## config.mk

```make
export PLATFORM = sky130hd
export DESIGN_NAME = shade_combine_flat
export DESIGN_NICKNAME = d
export VERILOG_FILES = /design/src/rtl/shade_pkg.sv /design/src/rtl/shade_if.sv /design/src/rtl/shade_combine.sv /design/src/flat_wrapper.sv
export SDC_FILE = /design/constraint.sdc
export NUM_CORES = 1
export LEC_CHECK = 0
export ABC_CLOCK_PERIOD_IN_PS = 7800
export BUFFER_PORTS_ARGS = -buffer_cell sky130_fd_sc_hd__buf_4
export CORE_MARGIN = 2
export CORE_UTILIZATION = 55
export DETAILED_ROUTE_END_ITERATION = 10
export PLACE_DENSITY = 0.88
export SLEW_MARGIN = 20
export SYNTH_ARGS = -nofsm -noshare
export SYNTH_HDL_FRONTEND = slang
export SYNTH_SLANG_ARGS = --single-unit
export TNS_END_PERCENT = 30
```

## constraint.sdc

```tcl
create_clock -name clk -period 7.8 [get_ports clk]
set_input_delay 1.95 -clock clk [delete_from_list [all_inputs] [get_ports clk]]
set_output_delay 1.95 -clock clk [all_outputs]
set_load 0.05 [all_outputs]
```

## src/rtl/shade_pkg.sv

```systemverilog
package shade_pkg;

    // signed Q8.24 fixed point
    typedef logic signed [31:0] fp_t;

    // one colour channel
    typedef logic [7:0] chan_t;

    // packed pixel, red in the top byte
    typedef logic [23:0] pixel_t;

    // number of fraction bits in fp_t
    localparam int FP_FRAC = 24;

    localparam fp_t FP_ONE  = 32'sh0100_0000;
    localparam fp_t FP_HALF = 32'sh0080_0000;

    // ambient coefficients
    // 0.2
    localparam fp_t AMB_R = 32'sh0033_3333;
    // 0.3, rounded up
    localparam fp_t AMB_G = 32'sh004c_cccd;
    // 0.4
    localparam fp_t AMB_B = 32'sh0066_6666;

    // diffuse coefficients
    // 0.8, rounded up
    localparam fp_t DIFF_R = 32'sh00cc_cccd;
    // 0.7
    localparam fp_t DIFF_G = 32'sh00b3_3333;
    // 0.5, exact
    localparam fp_t DIFF_B = 32'sh0080_0000;

    // brightest channel value
    localparam chan_t CHAN_MAX = 8'hff;

    // signed product, back to Q8.24
    // top integer bits are simply dropped
    function automatic fp_t fp_mul(fp_t a, fp_t b);
        logic signed [63:0] prod;
        prod = a * b;
        return fp_t'(prod >>> FP_FRAC);
    endfunction

    // three-component dot product
    // each product truncated before the sum
    function automatic fp_t fp_dot3(fp_t ax, fp_t ay, fp_t az,
                                    fp_t bx, fp_t by, fp_t bz);
        fp_t sum;
        sum = fp_mul(ax, bx);
        sum = sum + fp_mul(ay, by);
        sum = sum + fp_mul(az, bz);
        return sum;
    endfunction

    // negative values become zero
    function automatic fp_t fp_clamp0(fp_t a);
        return a[31] ? fp_t'(0) : a;
    endfunction

endpackage

```

## src/rtl/shade_if.sv

```systemverilog


// per-branch colour terms into the combiner
interface term_if;
    import shade_pkg::*;

    logic valid;
    logic hit;
    // unclamped channel terms
    fp_t  r, g, b;

    modport producer (output valid, hit, r, g, b);
    modport consumer (input  valid, hit, r, g, b);
endinterface

```

## src/rtl/shade_combine.sv

```systemverilog
`timescale 1ns/1ps

module shade_combine (
    input  logic              clk,
    input  logic              rst_n,
    term_if.consumer          amb,
    term_if.consumer          dif,
    output logic              out_valid,
    output shade_pkg::pixel_t out_pixel
);
    import shade_pkg::*;

    chan_t r_chan, g_chan, b_chan;

    // 1.0 or above saturates
    // otherwise top fraction byte
    function automatic chan_t to_chan(fp_t a, fp_t b);
        fp_t sum;
        sum = a + b;
        return (sum >= FP_ONE) ? CHAN_MAX : sum[23:16];
    endfunction

    assign r_chan = to_chan(amb.r, dif.r);
    assign g_chan = to_chan(amb.g, dif.g);
    assign b_chan = to_chan(amb.b, dif.b);

    // branches run in lockstep, ambient valid stands for both
    always_ff @(posedge clk) begin
        if (!rst_n) begin
            out_valid <= 1'b0;
        end else begin
            out_valid <= amb.valid;
        end
    end

    // misses go out black
    always_ff @(posedge clk) begin
        if (amb.valid) begin
            out_pixel <= amb.hit ? {r_chan, g_chan, b_chan} : '0;
        end
    end

endmodule

```

## src/flat_wrapper.sv

```systemverilog
// flat-port wrapper written by rule: the top's interface ports become plain ports
module shade_combine_flat import shade_pkg::*;
  (clk, rst_n, out_valid, out_pixel, amb_valid, amb_hit, amb_r, amb_g, amb_b, dif_valid, dif_hit, dif_r, dif_g, dif_b);
  term_if amb_i ();
  term_if dif_i ();
  input  logic clk;
  input  logic rst_n;
  output logic out_valid;
  output shade_pkg::pixel_t out_pixel;
  input wire logic [$bits(amb_i.valid)-1:0] amb_valid;
  input wire logic [$bits(amb_i.hit)-1:0] amb_hit;
  input wire logic [$bits(amb_i.r)-1:0] amb_r;
  input wire logic [$bits(amb_i.g)-1:0] amb_g;
  input wire logic [$bits(amb_i.b)-1:0] amb_b;
  input wire logic [$bits(dif_i.valid)-1:0] dif_valid;
  input wire logic [$bits(dif_i.hit)-1:0] dif_hit;
  input wire logic [$bits(dif_i.r)-1:0] dif_r;
  input wire logic [$bits(dif_i.g)-1:0] dif_g;
  input wire logic [$bits(dif_i.b)-1:0] dif_b;
  assign amb_i.valid = amb_valid;
  assign amb_i.hit = amb_hit;
  assign amb_i.r = amb_r;
  assign amb_i.g = amb_g;
  assign amb_i.b = amb_b;
  assign dif_i.valid = dif_valid;
  assign dif_i.hit = dif_hit;
  assign dif_i.r = dif_r;
  assign dif_i.g = dif_g;
  assign dif_i.b = dif_b;
  shade_combine u_core (.clk(clk), .rst_n(rst_n), .amb(amb_i), .dif(dif_i), .out_valid(out_valid), .out_pixel(out_pixel));
endmodule
```

* Yosys cells after proc, flatten, opt, wreduce, memory -nomap -nowiden
Index checks and enable logic that the tools add are counted.
Word-level totals: flip-flop bits (word level) 25, input port bits 198, output and inout port bits 25, word-level logic and storage cells 11
Cells by class: $add $sub $neg 3, order comparisons 3, multiplexer cells 3
Operators with widths (count):
- $add A32 B32 Y32 | 3
- $ge A32 B26 Y1 const B | 3
- $mux W8 | 3

* Depth between registers and ports, before layout
word-level depth 3, mapped depth 12, mapped depth without buffers 11

* Worst setup path before layout
OpenSTA, ideal clock, no wires.
kind input port to flip-flop, start point in dif_r[0], end point reg u_core.out_pixel[16], data pin, library setup time 254 ps, arrival time 4454 ps, required time 7546 ps, path slack 3091 ps, stages 11, path buffers 0, cell sequence ha_1 fa_1 a211oi_1 o21ai_1 a41oi_1 a21oi_1 nor2_1 mux2_2 a32o_1 o31a_1 o21a_1
Between the ends: longest elaborated chain between the ends 3
RTL lines:
- start: declaration | RTL line flat_wrapper.sv:17 | input wire logic [$bits(dif_i.r)-1:0] dif_r;
- $add A32 B32 Y32 (*) | RTL line shade_combine.sv:19 | sum = a + b;
- $ge A32 B26 Y1 | RTL line shade_combine.sv:20 | return (sum >= FP_ONE) ? CHAN_MAX : sum[23:16];
- $mux W8 (*) | RTL line shade_combine.sv:20
- end signal: assignment | RTL line shade_combine.sv:39 | out_pixel <= amb.hit ? {r_chan, g_chan, b_chan} : '0;
- end: declaration | RTL line shade_combine.sv:9 | output shade_pkg::pixel_t out_pixel
Every way passes the cells marked *; elsewhere a longest branch is shown, timed or not. A chain may end at the register's enable or synchronous reset.

* Final worst setup path
start point in dif_r[0], end point reg u_core.out_pixel[17], data pin
Same word-level chain as after synthesis.

==> impl_summary.log <==
[metrics] final net count: 1249
[metrics] CTS tree: built
[metrics] drc violations: 0
[metrics] final setup violating endpoints: 0
[metrics] # hold bufs at CTS: 0
[metrics] pin count of the biggest net entering global routing: 27
[metrics] fraction of the yosys area taken by sequential cells: 12.8%
[metrics] setup repair after global routing missed its margin: no
[metrics] pre-CTS setup slack: 2.65 ns
[metrics] routability congestion estimate from global placement: 0.957
[metrics] number of antenna repair diodes: 0
[metrics] clk slew on worst S/H paths: 0.10 ns
[metrics] portion of netlist area occupied by mux cells: 0.713%
[metrics] worst max-slew margin expressed relative to the limit: 49.6%
[metrics] dpl cells: 1086
[metrics] horizontal die dimension: 107 µm
[metrics] remaining number of nets flagged by the antenna check after routing: 0
[metrics] number of global-route vias before repair: 6043
[metrics] adder and majority cell fraction of the synthesized area: 21.1%
[metrics] critical path capture point type: flip-flop
[metrics] status: completed
[metrics] final design utilization: 73.2%
[metrics] total power consumption of the routed design: 0.882 mW
[metrics] overall track demand over capacity in global routing: 28.4%
[metrics] area of the placeable core: 10300 µm²
[metrics] DRT Pass-1 Iters: 5
[metrics] Pwr per Cell Area: 117 nW/µm²
[metrics] grt ovf: 0
[metrics] worst setup path class: primary input to flip-flop
[metrics] top-level I/O count: 223
[metrics] Synth-to-Final Area Change: 29.8%
[metrics] CTS root buffer: sky130_fd_sc_hd__clkbuf_8
[metrics] Slew Viols, Final: 0
[metrics] row cnt: 37
[metrics] buffers inserted by post-CTS timing repair: 0
[metrics] share of layout cells above drive strength 1: 25.6%
[metrics] number of nets in the synthesized netlist: 1055
[metrics] number of maximum-capacitance violations: 0
[metrics] fraction of synthesized cell area in xor and xnor cells: 6.20%
[metrics] final WL: 16900 µm
[metrics] Starting Density: 56.4%
[metrics] Worst setup SP type: primary input
[metrics] transition time at the pin with the least slew margin: 0.751 ns
[metrics] Num CTS Buffers: 3
[metrics] complex-gate fraction of the synthesized area: 35.1%
[metrics] dominant combinational cell family by area after synthesis: compound AO/OA/AOI/OAI gates
[metrics] die area: 11400 µm²
[metrics] Leakage: 3.43 nW
[metrics] FMAX: 204 MHz
[metrics] Worst Slack Setup Final: 2.90 ns
[metrics] routed length per placed instance: 15.5 µm
[metrics] highest net fanout along the worst path: 8
[metrics] via count: 6688
[metrics] netlist area before placement: 5790 µm²
[metrics] post-DP HPWL: 14300 µm
[metrics] Data required, critical path: 7.84 ns
[metrics] fill cell total of the finished layout: 880
[metrics] arrival time worst endpoint: 4.94 ns
[metrics] number of violations reported at the end of detailed-routing iteration 0: 395
[metrics] clock tree buffer depth: 2
[metrics] most used cells in the layout excluding fill and tap cells: sky130_fd_sc_hd__buf_4 (220), sky130_fd_sc_hd__ha_1 (93), sky130_fd_sc_hd__a21oi_1 (87)
[metrics] predominant post-synthesis flop cell: sky130_fd_sc_hd__edfxtp_1
[metrics] Final Instance Count excl. Fillers: 1090
[metrics] basic-gate share of the synthesized area counting and, or, nand and nor cells: 20.7%
[metrics] DIE HEIGHT: 107 µm
[metrics] number of gates resized after CTS: 0
[metrics] leading cell type in the layout, fill and taps excluded: sky130_fd_sc_hd__buf_4
[metrics] via density per instance: 6.14
[metrics] Yosys warning total: 0
[metrics] path type of the worst min-delay path: primary input to flip-flop
[metrics] total negative slack for setup checks: 0 ns
[metrics] count of distinct cell types in the synthesized netlist: 71
[metrics] Post-Synthesis Mean Instance Area: 7.61 µm²
[metrics] clock tree sinks: 25
[metrics] register bit count reported by yosys: 25
[metrics] fraction of synthesis flops using an asynchronous set or reset pin: 0%
[metrics] global-route wire length before repair: 27300 µm
[metrics] Final min period: 4.90 ns
[metrics] Clock H-tree levels: 1
[metrics] final worst path period share: 62.8%
[metrics] EDFF count, synth: 24
[metrics] gate count of the mapped netlist: 761
[metrics] Worst VDD drop: 0.0708 mV
[metrics] Buffers on Ports: 220
[metrics] initial antenna violation count: 0
[metrics] number of hold-slack violations in the final timing report: 0
-- per-stage QoR --
step / area, µm² / hold WS, ns
6_report: 7520 / 1.90
5_1_grt: 7520 / 1.90
4_1_cts: 7520 / 1.90
2_1_floorplan: 5790 / 2.06
3_5_place_dp: 7470 / 2.18
3_3_place_gp: 7470 / 2.16
-- state kept, by name, summed over array words and instances, names as in the netlist --
signal and count:
u_core.out_pixel 24, u_core.out_valid 1
-- critical path: stages --
cell,delay [ns]
sky130_fd_sc_hd__buf_4,0.11
sky130_fd_sc_hd__ha_1,0.23
sky130_fd_sc_hd__fa_1,0.39
sky130_fd_sc_hd__a211oi_1,0.24
sky130_fd_sc_hd__o21ai_1,0.13
sky130_fd_sc_hd__a41oi_1,0.26
sky130_fd_sc_hd__a21oi_1,0.15
sky130_fd_sc_hd__nor2_1,0.31
sky130_fd_sc_hd__mux2_2,0.38
sky130_fd_sc_hd__a32o_1,0.24
sky130_fd_sc_hd__o31a_1,0.34
sky130_fd_sc_hd__o21a_1,0.22
-- cell type report --
class	instances	area, µm²	share of cell area, %
clock buffers	3	41.3	0.549
clock inverters	1	8.76	0.116
inverters	15	56.3	0.748
multi-input cells	690	4850	64.5
flip-flops and latches	25	741	9.85
well taps	136	170	2.26
repair buffers	220	1650	22.0
-- power by group --
group / switching [mW] / leakage (nW) / internal [mW] / total (mW)
Clock: 0.0456 / 0.0261 / 0.0375 / 0.0830
Sequential: 0.00626 / 0.242 / 0.174 / 0.180
Combinational: 0.357 / 3.16 / 0.262 / 0.619
-- cell usage after synthesis (13+ instances only) --
| cell | instances | area (µm²) |
|---|---|---|
| sky130_fd_sc_hd__ha_1 | 93 | 1160 |
| sky130_fd_sc_hd__a21oi_1 | 87 | 435 |
| sky130_fd_sc_hd__nand2_1 | 73 | 274 |
| sky130_fd_sc_hd__nor2_1 | 56 | 210 |
| sky130_fd_sc_hd__o21ai_0 | 45 | 225 |
| sky130_fd_sc_hd__a21o_1 | 34 | 255 |
| sky130_fd_sc_hd__nand3_1 | 30 | 150 |
| sky130_fd_sc_hd__xnor2_1 | 25 | 219 |
| sky130_fd_sc_hd__edfxtp_1 | 24 | 721 |
| sky130_fd_sc_hd__nand4_1 | 21 | 131 |
| sky130_fd_sc_hd__o21ai_1 | 17 | 85.1 |
| sky130_fd_sc_hd__a211oi_1 | 16 | 120 |
| sky130_fd_sc_hd__xor2_1 | 16 | 140 |
| sky130_fd_sc_hd__nor3_1 | 15 | 75.1 |
| sky130_fd_sc_hd__a41oi_1 | 14 | 123 |
| sky130_fd_sc_hd__clkbuf_1 | 14 | 52.6 |
| sky130_fd_sc_hd__inv_1 | 14 | 52.6 |
| sky130_fd_sc_hd__buf_2 | 13 | 65.1 |
-- final timing paths --
| kind | startpoint | to | slack [ns] | depth (start not counted) |
|---|---|---|---|---|
| setup / recovery | dif_r[0] | u_core.out_pixel[17] | 2.90 | 12 |
| hold / removal | rst_n | u_core.out_valid | 1.90 | 2 |
-- metal layers --
layer	global-route usage [%]	up-vias	part of all wire (%)
met4	4.08	0	1.2
met1	37.5	3046	43
met2	51.0	290	48
met3	3.16	16	7.6
li1	-	3336	-
met5	0	-	0
-- logic make-up (layout without fill, tap and decap cells) --
kind of cell               after synthesis  in the layout
and+or+nand+nor                        243            243
muxes                                    4              4
AOI/OAI and AO/OA                      306            306
xor gates and xnor gates                41             41
adders and majority gates               96             96
buffers and inverters                   46            239
DFF                                     25             25
No activity file was read; power rests on OpenSTA's default activity.
