### config.mk
export PLATFORM = sky130hd
export DESIGN_NAME = ambient_term_flat
export DESIGN_NICKNAME = d
export VERILOG_FILES = /design/src/rtl/shade_pkg.sv /design/src/rtl/shade_if.sv /design/src/rtl/ambient_term.sv /design/src/flat_wrapper.sv
export SDC_FILE = /design/constraint.sdc
export NUM_CORES = 2
export LEC_CHECK = 0
export BUFFER_PORTS_ARGS = -buffer_cell sky130_fd_sc_hd__buf_2
export CAP_MARGIN = 20
export CORE_UTILIZATION = 60
export CTS_BUF_LIST = sky130_fd_sc_hd__clkbuf_2 sky130_fd_sc_hd__clkbuf_4 sky130_fd_sc_hd__clkbuf_8
export DETAILED_ROUTE_END_ITERATION = 12
export GPL_TIMING_DRIVEN = 0
export PLACE_DENSITY = 0.81
export SKIP_LAST_GASP = 1
export SLEW_MARGIN = 20
export SYNTH_ARGS = -nofsm -noshare
export SYNTH_HDL_FRONTEND = slang
export SYNTH_SLANG_ARGS = --single-unit
export TNS_END_PERCENT = 30
### constraint.sdc
create_clock -name clk -period 18.75 [get_ports clk]
set_input_delay 1.875 -clock clk [delete_from_list [all_inputs] [get_ports clk]]
set_output_delay 1.875 -clock clk [all_outputs]
set_load 0.005 [all_outputs]
### src/rtl/shade_pkg.sv
package shade_pkg;

    // signed Q8.24 fixed point
    typedef logic signed [31:0] fp_t;

    // one colour channel
    typedef logic [7:0] chan_t;

    // packed pixel, red in the top byte
    typedef logic [23:0] pixel_t;

    // number of fraction bits in fp_t
    localparam int FP_FRAC = 24;

    localparam fp_t FP_ONE  = 32'sh0100_0000;
    localparam fp_t FP_HALF = 32'sh0080_0000;

    // ambient coefficients
    // 0.2
    localparam fp_t AMB_R = 32'sh0033_3333;
    // 0.3, rounded up
    localparam fp_t AMB_G = 32'sh004c_cccd;
    // 0.4
    localparam fp_t AMB_B = 32'sh0066_6666;

    // diffuse coefficients
    // 0.8, rounded up
    localparam fp_t DIFF_R = 32'sh00cc_cccd;
    // 0.7
    localparam fp_t DIFF_G = 32'sh00b3_3333;
    // 0.5, exact
    localparam fp_t DIFF_B = 32'sh0080_0000;

    // brightest channel value
    localparam chan_t CHAN_MAX = 8'hff;

    // signed product, back to Q8.24
    // top integer bits are simply dropped
    function automatic fp_t fp_mul(fp_t a, fp_t b);
        logic signed [63:0] prod;
        prod = a * b;
        return fp_t'(prod >>> FP_FRAC);
    endfunction

    // three-component dot product
    // each product truncated before the sum
    function automatic fp_t fp_dot3(fp_t ax, fp_t ay, fp_t az,
                                    fp_t bx, fp_t by, fp_t bz);
        fp_t sum;
        sum = fp_mul(ax, bx);
        sum = sum + fp_mul(ay, by);
        sum = sum + fp_mul(az, bz);
        return sum;
    endfunction

    // negative values become zero
    function automatic fp_t fp_clamp0(fp_t a);
        return a[31] ? fp_t'(0) : a;
    endfunction

endpackage

### src/rtl/shade_if.sv
`timescale 1ns/1ps

// issued hit record, dispatch to both branches
// no ready, a valid cycle is always taken
interface hit_req_if;
    import shade_pkg::*;

    logic valid;
    logic hit;
    // surface normal
    fp_t  nx, ny, nz;
    // light direction
    fp_t  lx, ly, lz;

    modport dispatch (output valid, hit, nx, ny, nz, lx, ly, lz);
    modport term     (input  valid, hit, nx, ny, nz, lx, ly, lz);
endinterface

// per-branch colour terms into the combiner
interface term_if;
    import shade_pkg::*;

    logic valid;
    logic hit;
    // unclamped channel terms
    fp_t  r, g, b;

    modport producer (output valid, hit, r, g, b);
    modport consumer (input  valid, hit, r, g, b);
endinterface

### src/rtl/ambient_term.sv
`timescale 1ns/1ps

module ambient_term (
    input  logic      clk,
    input  logic      rst_n,
    hit_req_if.term   req,
    term_if.producer  amb
);
    import shade_pkg::*;

    // stage 1 state
    logic v1;
    logic hit1;
    fp_t  level1;

    // downward normals get no sky boost
    fp_t ny_pos;

    assign ny_pos = fp_clamp0(req.ny);

    // valids carry the reset
    always_ff @(posedge clk) begin
        if (!rst_n) begin
            v1        <= 1'b0;
            amb.valid <= 1'b0;
        end else begin
            v1        <= req.valid;
            amb.valid <= v1;
        end
    end

    // stage 1, level in [0.5, 1.0]
    always_ff @(posedge clk) begin
        if (req.valid) begin
            hit1   <= req.hit;
            level1 <= FP_HALF + fp_mul(FP_HALF, ny_pos);
        end
    end

    // stage 2, per-channel scale
    always_ff @(posedge clk) begin
        if (v1) begin
            amb.hit <= hit1;
            amb.r   <= fp_mul(level1, AMB_R);
            amb.g   <= fp_mul(level1, AMB_G);
            amb.b   <= fp_mul(level1, AMB_B);
        end
    end

endmodule

### src/flat_wrapper.sv
// flat-port wrapper written by rule: the top's interface ports become plain ports
module ambient_term_flat import shade_pkg::*;
  (clk, rst_n, req_valid, req_hit, req_nx, req_ny, req_nz, req_lx, req_ly, req_lz, amb_valid, amb_hit, amb_r, amb_g, amb_b);
  hit_req_if req_i ();
  term_if amb_i ();
  input  logic clk;
  input  logic rst_n;
  input wire logic [$bits(req_i.valid)-1:0] req_valid;
  input wire logic [$bits(req_i.hit)-1:0] req_hit;
  input wire logic [$bits(req_i.nx)-1:0] req_nx;
  input wire logic [$bits(req_i.ny)-1:0] req_ny;
  input wire logic [$bits(req_i.nz)-1:0] req_nz;
  input wire logic [$bits(req_i.lx)-1:0] req_lx;
  input wire logic [$bits(req_i.ly)-1:0] req_ly;
  input wire logic [$bits(req_i.lz)-1:0] req_lz;
  output wire logic [$bits(amb_i.valid)-1:0] amb_valid;
  output wire logic [$bits(amb_i.hit)-1:0] amb_hit;
  output wire logic [$bits(amb_i.r)-1:0] amb_r;
  output wire logic [$bits(amb_i.g)-1:0] amb_g;
  output wire logic [$bits(amb_i.b)-1:0] amb_b;
  assign req_i.valid = req_valid;
  assign req_i.hit = req_hit;
  assign req_i.nx = req_nx;
  assign req_i.ny = req_ny;
  assign req_i.nz = req_nz;
  assign req_i.lx = req_lx;
  assign req_i.ly = req_ly;
  assign req_i.lz = req_lz;
  assign amb_valid = amb_i.valid;
  assign amb_hit = amb_i.hit;
  assign amb_r = amb_i.r;
  assign amb_g = amb_i.g;
  assign amb_b = amb_i.b;
  ambient_term u_core (.clk(clk), .rst_n(rst_n), .req(req_i), .amb(amb_i));
endmodule
# Word-level counts from Yosys, hierarchy flattened
# Cells that the tools add are included.
# op_classes
add_sub_neg	1
n_mul	3
div_mod_pow	0
magnitude_cmp	0
eq_ne	0
shift	0
mux	1
bitwise_logic	0
reduce_logical	0
# op_table
cell	n
32-bit by 23-bit multiplier with 55-bit output, second input constant	2
32-bit by 24-bit multiplier with 56-bit output, second input constant	1
25-bit by 31-bit adder with 32-bit output, first input constant	1
31-bit two-way mux	1
# totals
reg_bits	132
latch_bits	0
ramBits	0
romBits	0
inputBits	196
output_inout_bits	98
elab_cells	13
memories	0

# Depth between registers and ports, before layout
# depth
ltp_word	2
mapped_depth	24
mapped_depth_nobuf	24

# Worst setup path after synthesis
# No wires, ideal clock.
# synth_timing
path_type	reg2reg
from	register u_core.level1[7]
to	register u_core.amb.g[17] (data pin)
setup_time_ns	0.258
arrival_time_ns	5.988
t_required_ns	18.492
path_slack_ns	12.504
stages_incl_launch_ff	22
path_buffers	0
period_less_slack_ns	6.246
cell_sequence	edfxtp_1 -> ha_1 -> fa_1 -> inv_1 -> fa_1 -> fa_1 -> inv_1 -> fa_1 -> fa_1 -> inv_1 -> fa_1 -> inv_1 -> ha_1 -> a21oi_2 -> a21boi_0 -> o221a_2 -> o31ai_1 -> a22oi_1 -> a221oi_2 -> o21a_1 -> o21ai_1 -> xnor2_1
# synth_between
elab_chain_cells	1
# synth_lines
element	line	text
start: declaration	ambient_term.sv:14	fp_t level1;
start signal: assignment	ambient_term.sv:36	level1 <= FP_HALF + fp_mul(FP_HALF, ny_pos);
32-bit by 24-bit multiplier with 56-bit output	shade_pkg.sv:41	prod = a * b;
end signal: assignment	ambient_term.sv:45	amb.g <= fp_mul(level1, AMB_G);
end: declaration	shade_if.sv:28	modport producer (output valid, hit, r, g, b);
# No other way between the ends.
# A chain may end at the register's enable or synchronous reset.

# Worst setup path in the final report
# layout_timing
from	register u_core.level1[11]
to	register u_core.amb.g[29] (data pin)
# Same word-level chain as after synthesis.

==> results.md <==
- The run finished with clean final reports.
- The min-delay analysis places its worst path in the category register to register.
- The via count of the first global-routing pass came to 19.9k.
- The portion of the clock cycle consumed by the worst path in the final layout is 41.0%.
- The kind of start point of the critical path is a register.
- Across every metal layer, demand over resource in global routing totals 31.2%.
- The maximum fanout count along the critical path is 13.
- Entering global routing, the biggest net connects 55 pins.
- At the worst endpoint, the required time is 18.95 ns.
- The clock tree from TritonCTS is yes.
- The detailed router finished its first iteration with 1103 violations.
- The worst hold path terminates at u_core.amb.hit.
- The final number of hold-violating endpoints is 0.
- Yosys printed 0 warnings.
- The worst flop-to-flop path endpoint is u_core.amb.g[29].
- Counting every sink on the clock net gives 99.
- The die is 214 um tall.
- Setup repair after global routing left no endpoint under its margin.
- After floorplanning, the core was divided into 77 placement rows.
- The sequential cell area fraction in the yosys report is 11.0%.
- The count of inserted antenna diode cells is 0.
- The worst hold path depth is 0.
- The commonest cells after synthesis are sky130_fd_sc_hd__inv_1, sky130_fd_sc_hd__fa_1, sky130_fd_sc_hd__ha_1.
- The HPWL reported at the end of detailed placement is 59.7 mm.
- The length in cells of the worst reg-to-reg path is 21.
- Summed over all layers, the routed wires come to 67.9 mm.
- The area inside the core boundary is 44300 um2.
- The slack of the worst reg-to-reg path is 11.07 ns.
- At the later pin of the worst-skew pair, clock insertion delay measures 0.45 ns.
- The area share of the largest cell type after synthesis is 38.2%.
- Synthesis produced a netlist whose cell count is 2626.
- The buffer count from post-CTS setup fixing is 0.
- The initial antenna violation count is 0.
- The startpoint of the tightest hold check path is u_core.hit1.
- The final net count is 3987.
- The maximum achievable frequency is 130 MHz.
- The final weighted congestion in routability-driven placement is 0.970.
- The clock edge transition at the registers on the reported setup and hold paths is 0.12 ns.
- In the routed design, unresolved DRC markers number 0.
- In this run, CTS created clock tree buffers numbering 9.
- The initial core utilization is 60.8%.
- The wire length of the first global-routing pass is 108 mm.
- The wire length per cell is 20.2 um.
- STA classifies the critical path endpoint as a register.
- The quantity of hold-fixing buffers added after cts is 0.
- The time the worst path needs with I/O delays and setup is 7.68 ns.
- The tightest slew margin relative to the limit is 26.8%.
- The clock tree synthesis step divided the H-tree into 3 levels.
- The remaining global-route overflow is 0.
- The post-route netlist has 7.61% of its cells at a drive strength greater than 1.
- The net count of the mapped netlist is 3844.
- The most instantiated flip-flop cell in the synthesis netlist is sky130_fd_sc_hd__edfxtp_1.
- The number of detailed-route iterations in the first pass is 6.
- For this run, the slowest stage of the critical path takes 1.06 ns.
- sky130_fd_sc_hd__fa_1 takes more of the synthesized area than any other cell.
- The setup path with the least slack is of type register to register.
- The area overhead of the layout relative to synthesis is 6.07%.
- The cell sitting at the root of the clock tree is a sky130_fd_sc_hd__clkbuf_8.
- Walking the worst path, the cells encountered are ha_1, fa_1, inv_1, fa_1, fa_1, inv_1, fa_1, fa_1, inv_1, fa_1, inv_1, ha_1, a21oi_1, o211ai_1, a21boi_0, o311ai_4, a21oi_2, o21ai_2, a31oi_4, o21ai_1, xor2_1.
- The cell with the most instances on the worst path is sky130_fd_sc_hd__fa_1.
- The longest clock path from root to sink contains 2 buffers.
- The number of placed I/O pins is 294.
- The floorplan step set the die width to 214 um.
- The slowest stage of the critical path belongs to the cell sky130_fd_sc_hd__edfxtp_1.
- The floorplan die area is 45800 um2.
- The largest clock skew in the final design is 0.0157 ns.
- For the pin with the worst max-slew slack, the measured transition is 1.10 ns.
- The final antenna-violating net count is 0.
- The most frequent cell after synthesis is sky130_fd_sc_hd__inv_1.
- By area the synthesized netlist is led by sky130_fd_sc_hd__fa_1, sky130_fd_sc_hd__ha_1, sky130_fd_sc_hd__inv_1.
- The via count is 18.3k.
- The setup total negative slack is 0 ns.
- The max-cap violation count is 0.
- After synthesis, the share of flip-flops with an asynchronous set or reset is 0%.
- The number of pins with negative max-slew slack in the final report is 0.
- The count of port buffers added during placement is 131.
- The endpoint arrival time on the critical path is 7.87 ns.
- The number of flip-flops and latches in the synthesized netlist is 99.
- In this run, post-CTS repair resized a total of 0 instances.
- In this run the cell area of the synthesized design comes to 27000 um2.
- The reg-to-reg startpoint is u_core.level1[11].
- Counting flops with a built-in enable in the synthesized netlist gives 97.
- Using the TritonRoute via totals, the vias-per-cell ratio works out to 5.44.
- Setup violations remaining at the end of the flow were counted as 0.
- The distinct cell type count of the synthesized netlist is 68.
- Averaged over all synthesized cells, the footprint is 10.3 um2.
==> cells in the final DEF (no fill, tap or decap), types with 10 or more instances in the layout <==
cell type,count
sky130_fd_sc_hd__nor2b_1,29
sky130_fd_sc_hd__buf_2,133
sky130_fd_sc_hd__nand3_1,32
sky130_fd_sc_hd__and3_1,12
sky130_fd_sc_hd__ha_1,508
sky130_fd_sc_hd__xnor2_1,45
sky130_fd_sc_hd__buf_4,32
sky130_fd_sc_hd__xor2_1,42
sky130_fd_sc_hd__inv_1,818
sky130_fd_sc_hd__nand4_1,18
sky130_fd_sc_hd__a21oi_1,95
sky130_fd_sc_hd__a21o_1,43
sky130_fd_sc_hd__o21ai_0,55
sky130_fd_sc_hd__fa_1,514
sky130_fd_sc_hd__nor3_1,11
sky130_fd_sc_hd__edfxtp_1,97
sky130_fd_sc_hd__nor2_1,44
sky130_fd_sc_hd__nand2b_1,17
sky130_fd_sc_hd__o21a_1,10
sky130_fd_sc_hd__nand2_1,73
sky130_fd_sc_hd__clkbuf_1,21
==> critical path, delay by kind of cell (launching register included) <==
kind | cells | cell delay, ns
xor+xnor | 1 | 0.15
fa+ha+maj | 8 | 3.83
flops | 1 | 1.06
compound gates | 8 | 2.16
buf+inv | 4 | 0.23
==> how the worst max path moves through the flow <==
stage | from | to | slack, ns | depth (start not counted)
6_report | u_core.level1[11] | u_core.amb.g[29] | 11.07 | 21
3_3_place_gp | u_core.level1[8] | u_core.amb.g[24] | 11.25 | 22
3_5_place_dp | u_core.level1[8] | u_core.amb.g[24] | 11.16 | 22
5_1_grt | u_core.level1[12] | u_core.amb.g[27] | 10.83 | 21
2_1_floorplan | u_core.level1[7] | u_core.amb.g[17] | 12.50 | 21
4_1_cts | u_core.level1[8] | u_core.amb.g[24] | 11.12 | 22
==> layer usage <==
| layer | wire length [um] | vias up | global-route usage [%] |
|---|---|---|---|
| met1 | 27500 | 9285 | 39.8 |
| li1 | - | 8407 | - |
| met3 | 3380 | 123 | 4.51 |
| met2 | 34400 | 483 | 54.1 |
| met4 | 2470 | 0 | 11.3 |
| met5 | 0 | - | 0 |
==> kinds of logic after synthesis <==
| family | after synthesis | share of synthesized area (%) |
|---|---|---|
| adder cells (fa/ha/maj) | 1022 | 61.7 |
| XOR/XNOR | 87 | 2.83 |
| buffers and inverters | 873 | 12.6 |
| flip-flops | 99 | 11.0 |
| AND/OR/NAND/NOR | 268 | 5.10 |
| AO/OA/AOI/OAI | 277 | 6.77 |
==> state kept, by name, summed over array words and instances (netlist names) <==
name	cells
u_core.amb.g	32
u_core.amb.b	31
u_core.level1	31
u_core.amb.hit	1
u_core.amb.r	1
u_core.amb.valid	1
u_core.hit1	1
u_core.v1	1
==> cell type report <==
class / count / area [um2]
plain buffers: 55 / 329
clock buffers: 9 / 124
clock inverters: 7 / 86.3
fillers: 3583 / 15700
inverters: 818 / 3070
multi-input cells: 1654 / 20600
flip-flops and latches: 99 / 2960
well taps: 592 / 741
repair buffers: 132 / 683
==> through the flow <==
step / instances / utilization, % / cell area (um2) / setup slack, ns / hold slack [ns]
finish: 3366 / 64.5 / 28600 / 11.07 / 0.471
global route: 3366 / 64.5 / 28600 / 10.83 / 0.474
CTS: 3366 / 64.5 / 28600 / 11.12 / 0.465
detailed placement: 3350 / 64.1 / 28400 / 11.16 / 0.447
global placement: 3349 / 64.0 / 28400 / 11.25 / 0.413
floorplan: 2626 / - / 27000 / 12.50 / 0.400
Power is not shown: default switching activity piles up to over one toggle a cycle in this logic, so the estimate is an artifact.
