[src/rtl/shade_pkg.sv]
package shade_pkg;

    // signed Q8.24 fixed point
    typedef logic signed [31:0] fp_t;

    // one colour channel
    typedef logic [7:0] chan_t;

    // packed pixel, red in the top byte
    typedef logic [23:0] pixel_t;

    // number of fraction bits in fp_t
    localparam int FP_FRAC = 24;

    localparam fp_t FP_ONE  = 32'sh0100_0000;
    localparam fp_t FP_HALF = 32'sh0080_0000;

    // ambient coefficients
    // 0.2
    localparam fp_t AMB_R = 32'sh0033_3333;
    // 0.3, rounded up
    localparam fp_t AMB_G = 32'sh004c_cccd;
    // 0.4
    localparam fp_t AMB_B = 32'sh0066_6666;

    // diffuse coefficients
    // 0.8, rounded up
    localparam fp_t DIFF_R = 32'sh00cc_cccd;
    // 0.7
    localparam fp_t DIFF_G = 32'sh00b3_3333;
    // 0.5, exact
    localparam fp_t DIFF_B = 32'sh0080_0000;

    // brightest channel value
    localparam chan_t CHAN_MAX = 8'hff;

    // signed product, back to Q8.24
    // top integer bits are simply dropped
    function automatic fp_t fp_mul(fp_t a, fp_t b);
        logic signed [63:0] prod;
        prod = a * b;
        return fp_t'(prod >>> FP_FRAC);
    endfunction

    // three-component dot product
    // each product truncated before the sum
    function automatic fp_t fp_dot3(fp_t ax, fp_t ay, fp_t az,
                                    fp_t bx, fp_t by, fp_t bz);
        fp_t sum;
        sum = fp_mul(ax, bx);
        sum = sum + fp_mul(ay, by);
        sum = sum + fp_mul(az, bz);
        return sum;
    endfunction

    // negative values become zero
    function automatic fp_t fp_clamp0(fp_t a);
        return a[31] ? fp_t'(0) : a;
    endfunction

endpackage

[src/rtl/shade_if.sv]
`timescale 1ns/1ps

// issued hit record, dispatch to both branches
// no ready, a valid cycle is always taken
interface hit_req_if;
    import shade_pkg::*;

    logic valid;
    logic hit;
    // surface normal
    fp_t  nx, ny, nz;
    // light direction
    fp_t  lx, ly, lz;

    modport dispatch (output valid, hit, nx, ny, nz, lx, ly, lz);
    modport term     (input  valid, hit, nx, ny, nz, lx, ly, lz);
endinterface


[src/rtl/hit_dispatch.sv]
`timescale 1ns/1ps

module hit_dispatch #(
    parameter int FIFO_DEPTH  = 4,
    parameter int OUT_CREDITS = 2
) (
    input  logic            clk,
    input  logic            rst_n,
    input  logic            in_valid,
    input  logic            in_hit,
    input  shade_pkg::fp_t  in_nx,
    input  shade_pkg::fp_t  in_ny,
    input  shade_pkg::fp_t  in_nz,
    input  shade_pkg::fp_t  in_lx,
    input  shade_pkg::fp_t  in_ly,
    input  shade_pkg::fp_t  in_lz,
    input  logic            out_credit,
    output logic            in_credit,
    hit_req_if.dispatch     req
);
    import shade_pkg::*;

    localparam int FP_W    = $bits(fp_t);
    // hit flag plus six components
    localparam int ENTRY_W = 1 + 6 * FP_W;
    localparam int PTR_W   = $clog2(FIFO_DEPTH);
    localparam int CNT_W   = $clog2(FIFO_DEPTH + 1);
    localparam int CRD_W   = $clog2(OUT_CREDITS + 1);

    // record storage, no reset
    logic [ENTRY_W-1:0] mem [FIFO_DEPTH];
    logic [ENTRY_W-1:0] rd_entry;

    logic [PTR_W-1:0] wr_ptr;
    logic [PTR_W-1:0] rd_ptr;
    logic [CNT_W-1:0] count;
    // downstream credits still available
    logic [CRD_W-1:0] credits;

    logic push;
    logic pop;

    // full buffer drops the record, upstream broke the credit rule
    assign push = in_valid && (count != CNT_W'(FIFO_DEPTH));
    // a credit is reserved here for the whole pipeline
    assign pop  = (count != '0) && (credits != '0);

    assign rd_entry = mem[rd_ptr];

    always_ff @(posedge clk) begin
        if (push) begin
            mem[wr_ptr] <= {in_hit, in_nx, in_ny, in_nz, in_lx, in_ly, in_lz};
        end
    end

    // pointers and occupancy
    always_ff @(posedge clk) begin
        if (!rst_n) begin
            wr_ptr <= '0;
            rd_ptr <= '0;
            count  <= '0;
        end else begin
            if (push) begin
                // wrap for any depth, not only powers of two
                wr_ptr <= (wr_ptr == PTR_W'(FIFO_DEPTH - 1)) ? '0 : wr_ptr + 1'b1;
            end
            if (pop) begin
                rd_ptr <= (rd_ptr == PTR_W'(FIFO_DEPTH - 1)) ? '0 : rd_ptr + 1'b1;
            end
            case ({push, pop})
                2'b10:   count <= count + 1'b1;
                2'b01:   count <= count - 1'b1;
                default: count <= count;
            endcase
        end
    end

    // credit counter
    // spend and return in one cycle cancel out
    always_ff @(posedge clk) begin
        if (!rst_n) begin
            credits <= CRD_W'(OUT_CREDITS);
        end else begin
            case ({pop, out_credit})
                2'b10:   credits <= credits - 1'b1;
                2'b01:   credits <= credits + 1'b1;
                default: credits <= credits;
            endcase
        end
    end

    // issue and upstream credit go out together
    always_ff @(posedge clk) begin
        if (!rst_n) begin
            req.valid <= 1'b0;
            in_credit <= 1'b0;
        end else begin
            req.valid <= pop;
            in_credit <= pop;
        end
    end

    // payload only loads on a pop
    always_ff @(posedge clk) begin
        if (pop) begin
            {req.hit, req.nx, req.ny, req.nz, req.lx, req.ly, req.lz} <= rd_entry;
        end
    end

endmodule

[src/flat_wrapper.sv]
// flat-port wrapper written by rule: the top's interface ports become plain ports
module hit_dispatch_flat import shade_pkg::*;
#(
    parameter int FIFO_DEPTH  = 4,
    parameter int OUT_CREDITS = 2
)
  (clk, rst_n, in_valid, in_hit, in_nx, in_ny, in_nz, in_lx, in_ly, in_lz, out_credit, in_credit, req_valid, req_hit, req_nx, req_ny, req_nz, req_lx, req_ly, req_lz);
  hit_req_if req_i ();
  input  logic clk;
  input  logic rst_n;
  input  logic in_valid;
  input  logic in_hit;
  input  shade_pkg::fp_t in_nx;
  input  shade_pkg::fp_t in_ny;
  input  shade_pkg::fp_t in_nz;
  input  shade_pkg::fp_t in_lx;
  input  shade_pkg::fp_t in_ly;
  input  shade_pkg::fp_t in_lz;
  input  logic out_credit;
  output logic in_credit;
  output wire logic [$bits(req_i.valid)-1:0] req_valid;
  output wire logic [$bits(req_i.hit)-1:0] req_hit;
  output wire logic [$bits(req_i.nx)-1:0] req_nx;
  output wire logic [$bits(req_i.ny)-1:0] req_ny;
  output wire logic [$bits(req_i.nz)-1:0] req_nz;
  output wire logic [$bits(req_i.lx)-1:0] req_lx;
  output wire logic [$bits(req_i.ly)-1:0] req_ly;
  output wire logic [$bits(req_i.lz)-1:0] req_lz;
  assign req_valid = req_i.valid;
  assign req_hit = req_i.hit;
  assign req_nx = req_i.nx;
  assign req_ny = req_i.ny;
  assign req_nz = req_i.nz;
  assign req_lx = req_i.lx;
  assign req_ly = req_i.ly;
  assign req_lz = req_i.lz;
  hit_dispatch #(.FIFO_DEPTH(FIFO_DEPTH), .OUT_CREDITS(OUT_CREDITS)) u_core (.clk(clk), .rst_n(rst_n), .in_valid(in_valid), .in_hit(in_hit), .in_nx(in_nx), .in_ny(in_ny), .in_nz(in_nz), .in_lx(in_lx), .in_ly(in_ly), .in_lz(in_lz), .out_credit(out_credit), .in_credit(in_credit), .req(req_i));
endmodule
[config.mk]
export PLATFORM = sky130hd
export DESIGN_NAME = hit_dispatch_flat
export DESIGN_NICKNAME = d
export VERILOG_FILES = /design/src/rtl/shade_pkg.sv /design/src/rtl/shade_if.sv /design/src/rtl/hit_dispatch.sv /design/src/flat_wrapper.sv
export SDC_FILE = /design/constraint.sdc
export NUM_CORES = 1
export LEC_CHECK = 0
export BUFFER_PORTS_ARGS = -buffer_cell sky130_fd_sc_hd__clkbuf_2
export CORE_MARGIN = 1
export CORE_UTILIZATION = 30
export CTS_CLUSTER_DIAMETER = 40
export DETAILED_ROUTE_END_ITERATION = 7
export GPL_ROUTABILITY_DRIVEN = 0
export PLACE_DENSITY = 0.51
export SLEW_MARGIN = 0
export SYNTH_ARGS = -nofsm -noshare
export SYNTH_HDL_FRONTEND = slang
export SYNTH_SLANG_ARGS = --single-unit
[constraint.sdc]
create_clock -name clk -period 7.8 [get_ports clk]
set_clock_uncertainty 0.1 [all_clocks]
set_input_delay 0.39 -clock clk [delete_from_list [all_inputs] [get_ports clk]]
set_output_delay 0.39 -clock clk [all_outputs]
set_load 0.01 [all_outputs]
Yosys cells after proc, flatten, opt, wreduce, memory -nomap -nowiden
Memories as Yosys holds them, arrays and structs flattened. A register that Yosys moved wholly into a read port is not among the register bits.
Index checks and enable logic that the tools add are counted.
{"block": "totals", "regBits": 10, "latch_bits": 0, "mem_bits_rw": 772, "rom_bits": 0, "inputBits": 197, "word_cells": 31, "memories": 1}
{"name": "u_core.mem", "depth": 4, "word_bits": 193, "rd": 1, "rd_clocked_by_memory_dff": 1, "write_ports": 1, "line_no": "hit_dispatch.sv:31", "rtl": "logic [ENTRY_W-1:0] mem [FIFO_DEPTH];"}
{"block": "op_classes", "n_addsub": 6, "mul": 0, "n_div": 0, "magnitude_cmp": 0, "n_eq_ne": 7, "shifts": 0, "muxes": 6, "bitwise_logic": 0, "n_reduce_logical": 6}
{"op": "$eq 2x2->1 const B", "n": 4}
{"op": "$add 2x1->2 const B", "n": 3}
{"op": "$pmux 3 s2", "n": 1}
{"op": "$reduce_bool 2->1", "n": 3}
{"op": "$eq 2x1->1 const B", "n": 2}
{"op": "$mux 2", "n": 2}
{"op": "$pmux 2 s2", "n": 1}
{"op": "$add 3x1->3 const B", "n": 1}
{"op": "$ne 3x3->1 const B", "n": 1}
{"op": "$reduce_bool 3->1", "n": 1}
{"op": "$sub 3x1->3 const B", "n": 1}
{"op": "$logic_and 1x1->1", "n": 2}
{"op": "$mux 1", "n": 2}
{"op": "$sub 2x1->2 const B", "n": 1}

Logic depth before layout (Yosys ltp)
{"block": "depth", "word_depth": 4, "ltp_mapped": 8}

Worst setup path before layout
Ideal clock, no wire load.
{"block": "synth_timing", "path_type": "register to register", "from": "register u_core.count[0]", "to": "register u_core.count[2]", "setup_ns": 0.076, "t_arrival_ns": 5.675, "required_ns": 7.624, "path_slack_ns": 1.949, "stages_incl_launch_ff": 8, "path_buffers": 0, "cell_sequence": "dfxtp_1 > o32ai_2 > inv_1 > ha_1 > fa_1 > xnor2_1 > or3_1 > a21boi_0"}
{"block": "synth_between", "elab_chain_cells": 4, "word_cells_on_any_way": 10, "cone_classes": "add/sub (2); eq/ne (3); mux (1); reduce/logical (4)"}
{"item": "from (decl)", "line_no": "hit_dispatch.sv:36", "rtl": "logic [CNT_W-1:0] count;"}
{"item": "from (signal assigned)", "line_no": "hit_dispatch.sv:71", "rtl": "2'b10: count <= count + 1'b1;"}
{"item": "from (signal assigned)", "line_no": "hit_dispatch.sv:72", "rtl": "2'b01: count <= count - 1'b1;"}
{"item": "from (signal assigned)", "line_no": "hit_dispatch.sv:73", "rtl": "default: count <= count;"}
{"item": "$reduce_bool 3->1 *", "line_no": "hit_dispatch.sv:46", "rtl": "assign pop = (count != '0) && (credits != '0);"}
{"item": "$logic_and 1x1->1 *", "line_no": "hit_dispatch.sv:46"}
{"item": "net u_core.pop", "line_no": "hit_dispatch.sv:41", "rtl": "logic pop;"}
{"item": "$eq 2x1->1 / $eq 2x2->1 (equally long branches)", "line_no": "hit_dispatch.sv:70", "rtl": "case ({push, pop})"}
{"item": "$pmux 3 s2 / $reduce_bool 2->1 (equally long branches)"}
The timed path passes the listed nets; every way through them passes the cells marked *.
A chain may end at the register's enable or synchronous reset.

Worst setup path after layout
{"block": "layout_timing", "from": "register u_core.count[0]", "to": "register u_core.req.lx[22] (read register of u_core.mem) (enable)"}
{"block": "layout_between", "elab_chain_cells": 2}
{"item": "$reduce_bool 3->1", "line_no": "hit_dispatch.sv:46"}
{"item": "$logic_and 1x1->1", "line_no": "hit_dispatch.sv:46"}
{"item": "net u_core.pop", "line_no": "hit_dispatch.sv:41"}
{"item": "to (decl)", "line_no": "shade_if.sv:15", "rtl": "modport dispatch (output valid, hit, nx, ny, nz, lx, ly, lz);"}
The timed path passes the listed nets, and every way through them passes these cells.

==> impl_metrics.csv <==
group,metric,value,unit
timing,setup_viol,0,
run,max_cap_violations,0,
logic_synthesis,synth_cell_type_count,26,
clock_network,numCtsBuffers,145,
status,status,"finished clean",
layout,layout_commonest_cell,"edfxtp_1",
worst_setup_path,crit_buf_inv,3,
worst_setup_path,crit_top_cell,"buf_4",
timing,rsz0062_at_grt,"false",
logic_synthesis,synth_cells,1262,
logic_synthesis,avgSynthCellArea,27.1,µm²
timing,finalHoldViolations,0,
timing,drv_slew,0,
logic_synthesis,synth_edf_count,965,
layout,area_growth,31.4,%
floorplanning,dieArea,115000,µm²
floorplanning,die_y,340,µm
global_routing,grtUsageMet1,15.7,%
timing,post-route-period-util,45.8,%
route,route.detailed.wl_per_inst,20.8,µm
logic_synthesis,synthArstFlopShare,0,%
min_path,hp-class,"primary input to flop",
timing,tightest_slew,1.07,ns
worst_setup_path,crit_chain,"o32ai_2 > inv_8 > buf_4 > buf_4",
clock_network,cts_max_level,4,
clock_network,cts_sinks,975,
clock_network,clk_latency,0.71,ns
route,post-route-drc-count,0,
placement,hpwl,41.0,mm
clock_network,clk_pin_slew_worst_paths,0.05,ns
worst_setup_path,worst-path-stages,4,
placement,dpl.cell_count,3123,
logic_synthesis,ys_seq_area_share,85.3,%
layout,final_area,45000,µm²
global_routing,track_usage,13.0,%
clock_network,clockBufferDepth,3,
power_and_ir_drop,power,17.3,mW
clock_network,root_buffer,"clkbuf_16",
route,wirelength,74.5,mm
power_and_ir_drop,irDropWorstVdd,0.303,mV
floorplanning,core,113000,µm²
worst_setup_path,path_delay_family,"buffers and inverters",
layout,diodes,0,
logic_synthesis,syn-cell-area,34200,µm²
worst_setup_path,worstPathRequired,8.03,ns
global_routing,grt_pass1_wl,112,mm
min_path,whs_path_depth,4,
global_routing,antenna_found_initial,5,
worst_setup_path,critPathMaxFanout,91,
timing,max-slew-margin-rel,28.7,%
layout,drive_gt1_share,40.1,%
layout,mostFrequentLayoutCells,"edfxtp_1 (965), clkbuf_2 (391), dlygate4sd3_1 (197)",
global_routing,gr-total-overflow,0,
global_routing,grt_max_degree,109,
worst_setup_path,startpoint_type,"flop",
global_routing,use_met3,4.25,%
route,ant_nets,0,
timing,whs,0.111,ns
layout,nFillCells,10046,
route,drt_iter0_drc,758,
power_and_ir_drop,p_leak,15.2,nW
worst_setup_path,slowest_delay,0.83,ns
layout,nets,2172,
logic_synthesis,ys_seq_elements,975,
floorplanning,num_rows,123,
floorplanning,pin_count,392,
worst_setup_path,r2r_cells,4,
route,vias_per_cell,4.41,
power_and_ir_drop,cellPowerDensity,384,nW/µm²
route,first_pass_iters,4,
global_routing,busiest_layer,"met2",
timing,tns,0,ns
logic_synthesis,synthesis.nets,1467,
timing,finalCriticalPeriod,3.58,ns
clock_network,tritoncts,"done",
floorplanning,die_w,340,µm
worst_setup_path,path_class,"flop to flop",
placement,place_area,37900,µm²
worst_setup_path,cp_data_arrival_time,3.80,ns
global_routing,grt_pass1_vias,17842,
layout,final_cells,3580,
global_routing,globalRouteMet2Util,21.8,%
floorplanning,start_util,30.3,%
timing,fmax,0.280,GHz
placement,numPortBuffers,391,
logic_synthesis,yosys_warnings,0,
worst_setup_path,cp_slowest_cell,"buf_4",
route,num_vias,15792,
worst_setup_path,cp-end-kind,"flop",
logic_synthesis,synthFlopType,"edfxtp_1",
registers in the layout, indices dropped and copies added (netlist names):
signal and count:
u_core.mem 772, u_core.req.lx 32, u_core.req.ly 32, u_core.req.lz 32
u_core.req.nx 32, u_core.req.ny 32, u_core.req.nz 32, u_core.count 3
u_core.credits 2, u_core.rd_ptr 2, u_core.wr_ptr 2, u_core.req.hit 1
u_core.req.valid 1
report_power, final:
part	switching, mW	total [mW]	internal, mW
Sequential	0.345	7.42	7.07
Clock	2.37	6.69	4.32
Combinational	1.85	3.14	1.29
Total	4.57	17.3	12.7
worst reg2reg max path, stage by stage, from the launching register on:
cell,delay [ns]
dfxtp_1,0.43
o32ai_2,0.22
inv_8,0.61
buf_4,0.89
buf_4,0.88
metrics by stage:
stage	utilization [%]	worst slack, ns
detailed placement	33.6	4.13
global placement	33.6	4.18
global route	39.9	4.03
finish	39.9	4.22
CTS	39.9	4.14
floorplan	-	1.95
layer usage:
layer	up-vias	part of all wire, %
li1	6906	-
met1	8324	41
met2	415	50
met3	137	6.3
met4	10	2.2
met5	-	0.097
final cells by class:
class	count	area [µm²]	area share, %
clock buffer	164	3790	8.44
clock inverter	96	1270	2.83
inverter	4	22.5	0.0501
multi-input combinational	237	4700	10.5
sequential	975	29200	64.9
tap	1500	1880	4.17
timing repair buffer	604	4110	9.14
synth_stat cells (4+ instances only):
master | count | area share, %
and2_1 | 4 | 0.073
and3_1 | 4 | 0.073
buf_2 | 22 | 0.32
buf_6 | 18 | 0.59
clkbuf_1 | 5 | 0.055
dfxtp_1 | 10 | 0.59
edfxtp_1 | 965 | 85
ha_1 | 7 | 0.26
inv_1 | 4 | 0.044
mux4_2 | 193 | 13
nand2_1 | 5 | 0.055
o21ai_0 | 4 | 0.059
final timing paths:
check | from | endpoint | slack, ns
setup / recovery | u_core.count[0] | u_core.req.lx[22] | 4.22
setup reg to reg | u_core.count[0] | u_core.req.lx[22] | 4.22
hold / removal | out_credit | u_core.credits[0] | 0.11
hold reg to reg | u_core.wr_ptr[1] | u_core.wr_ptr[1] | 0.42
cells by family after synthesis:
kind of cell / synth area share [%]
flops: 85.3
fa+ha+maj: 0.314
compound gates: 0.143
buf+inv: 1.03
xor+xnor: 0.102
simple gates: 0.366
mux: 12.8
timing repair:
action	4_1_cts	5_1_grt
hold buffers	197	0
setup endpoints to repair	0	0
endpoints found under the hold margin	777	0
resized for setup	0	0
setup buffers	0	0
No activity file was read; power rests on OpenSTA's default activity.
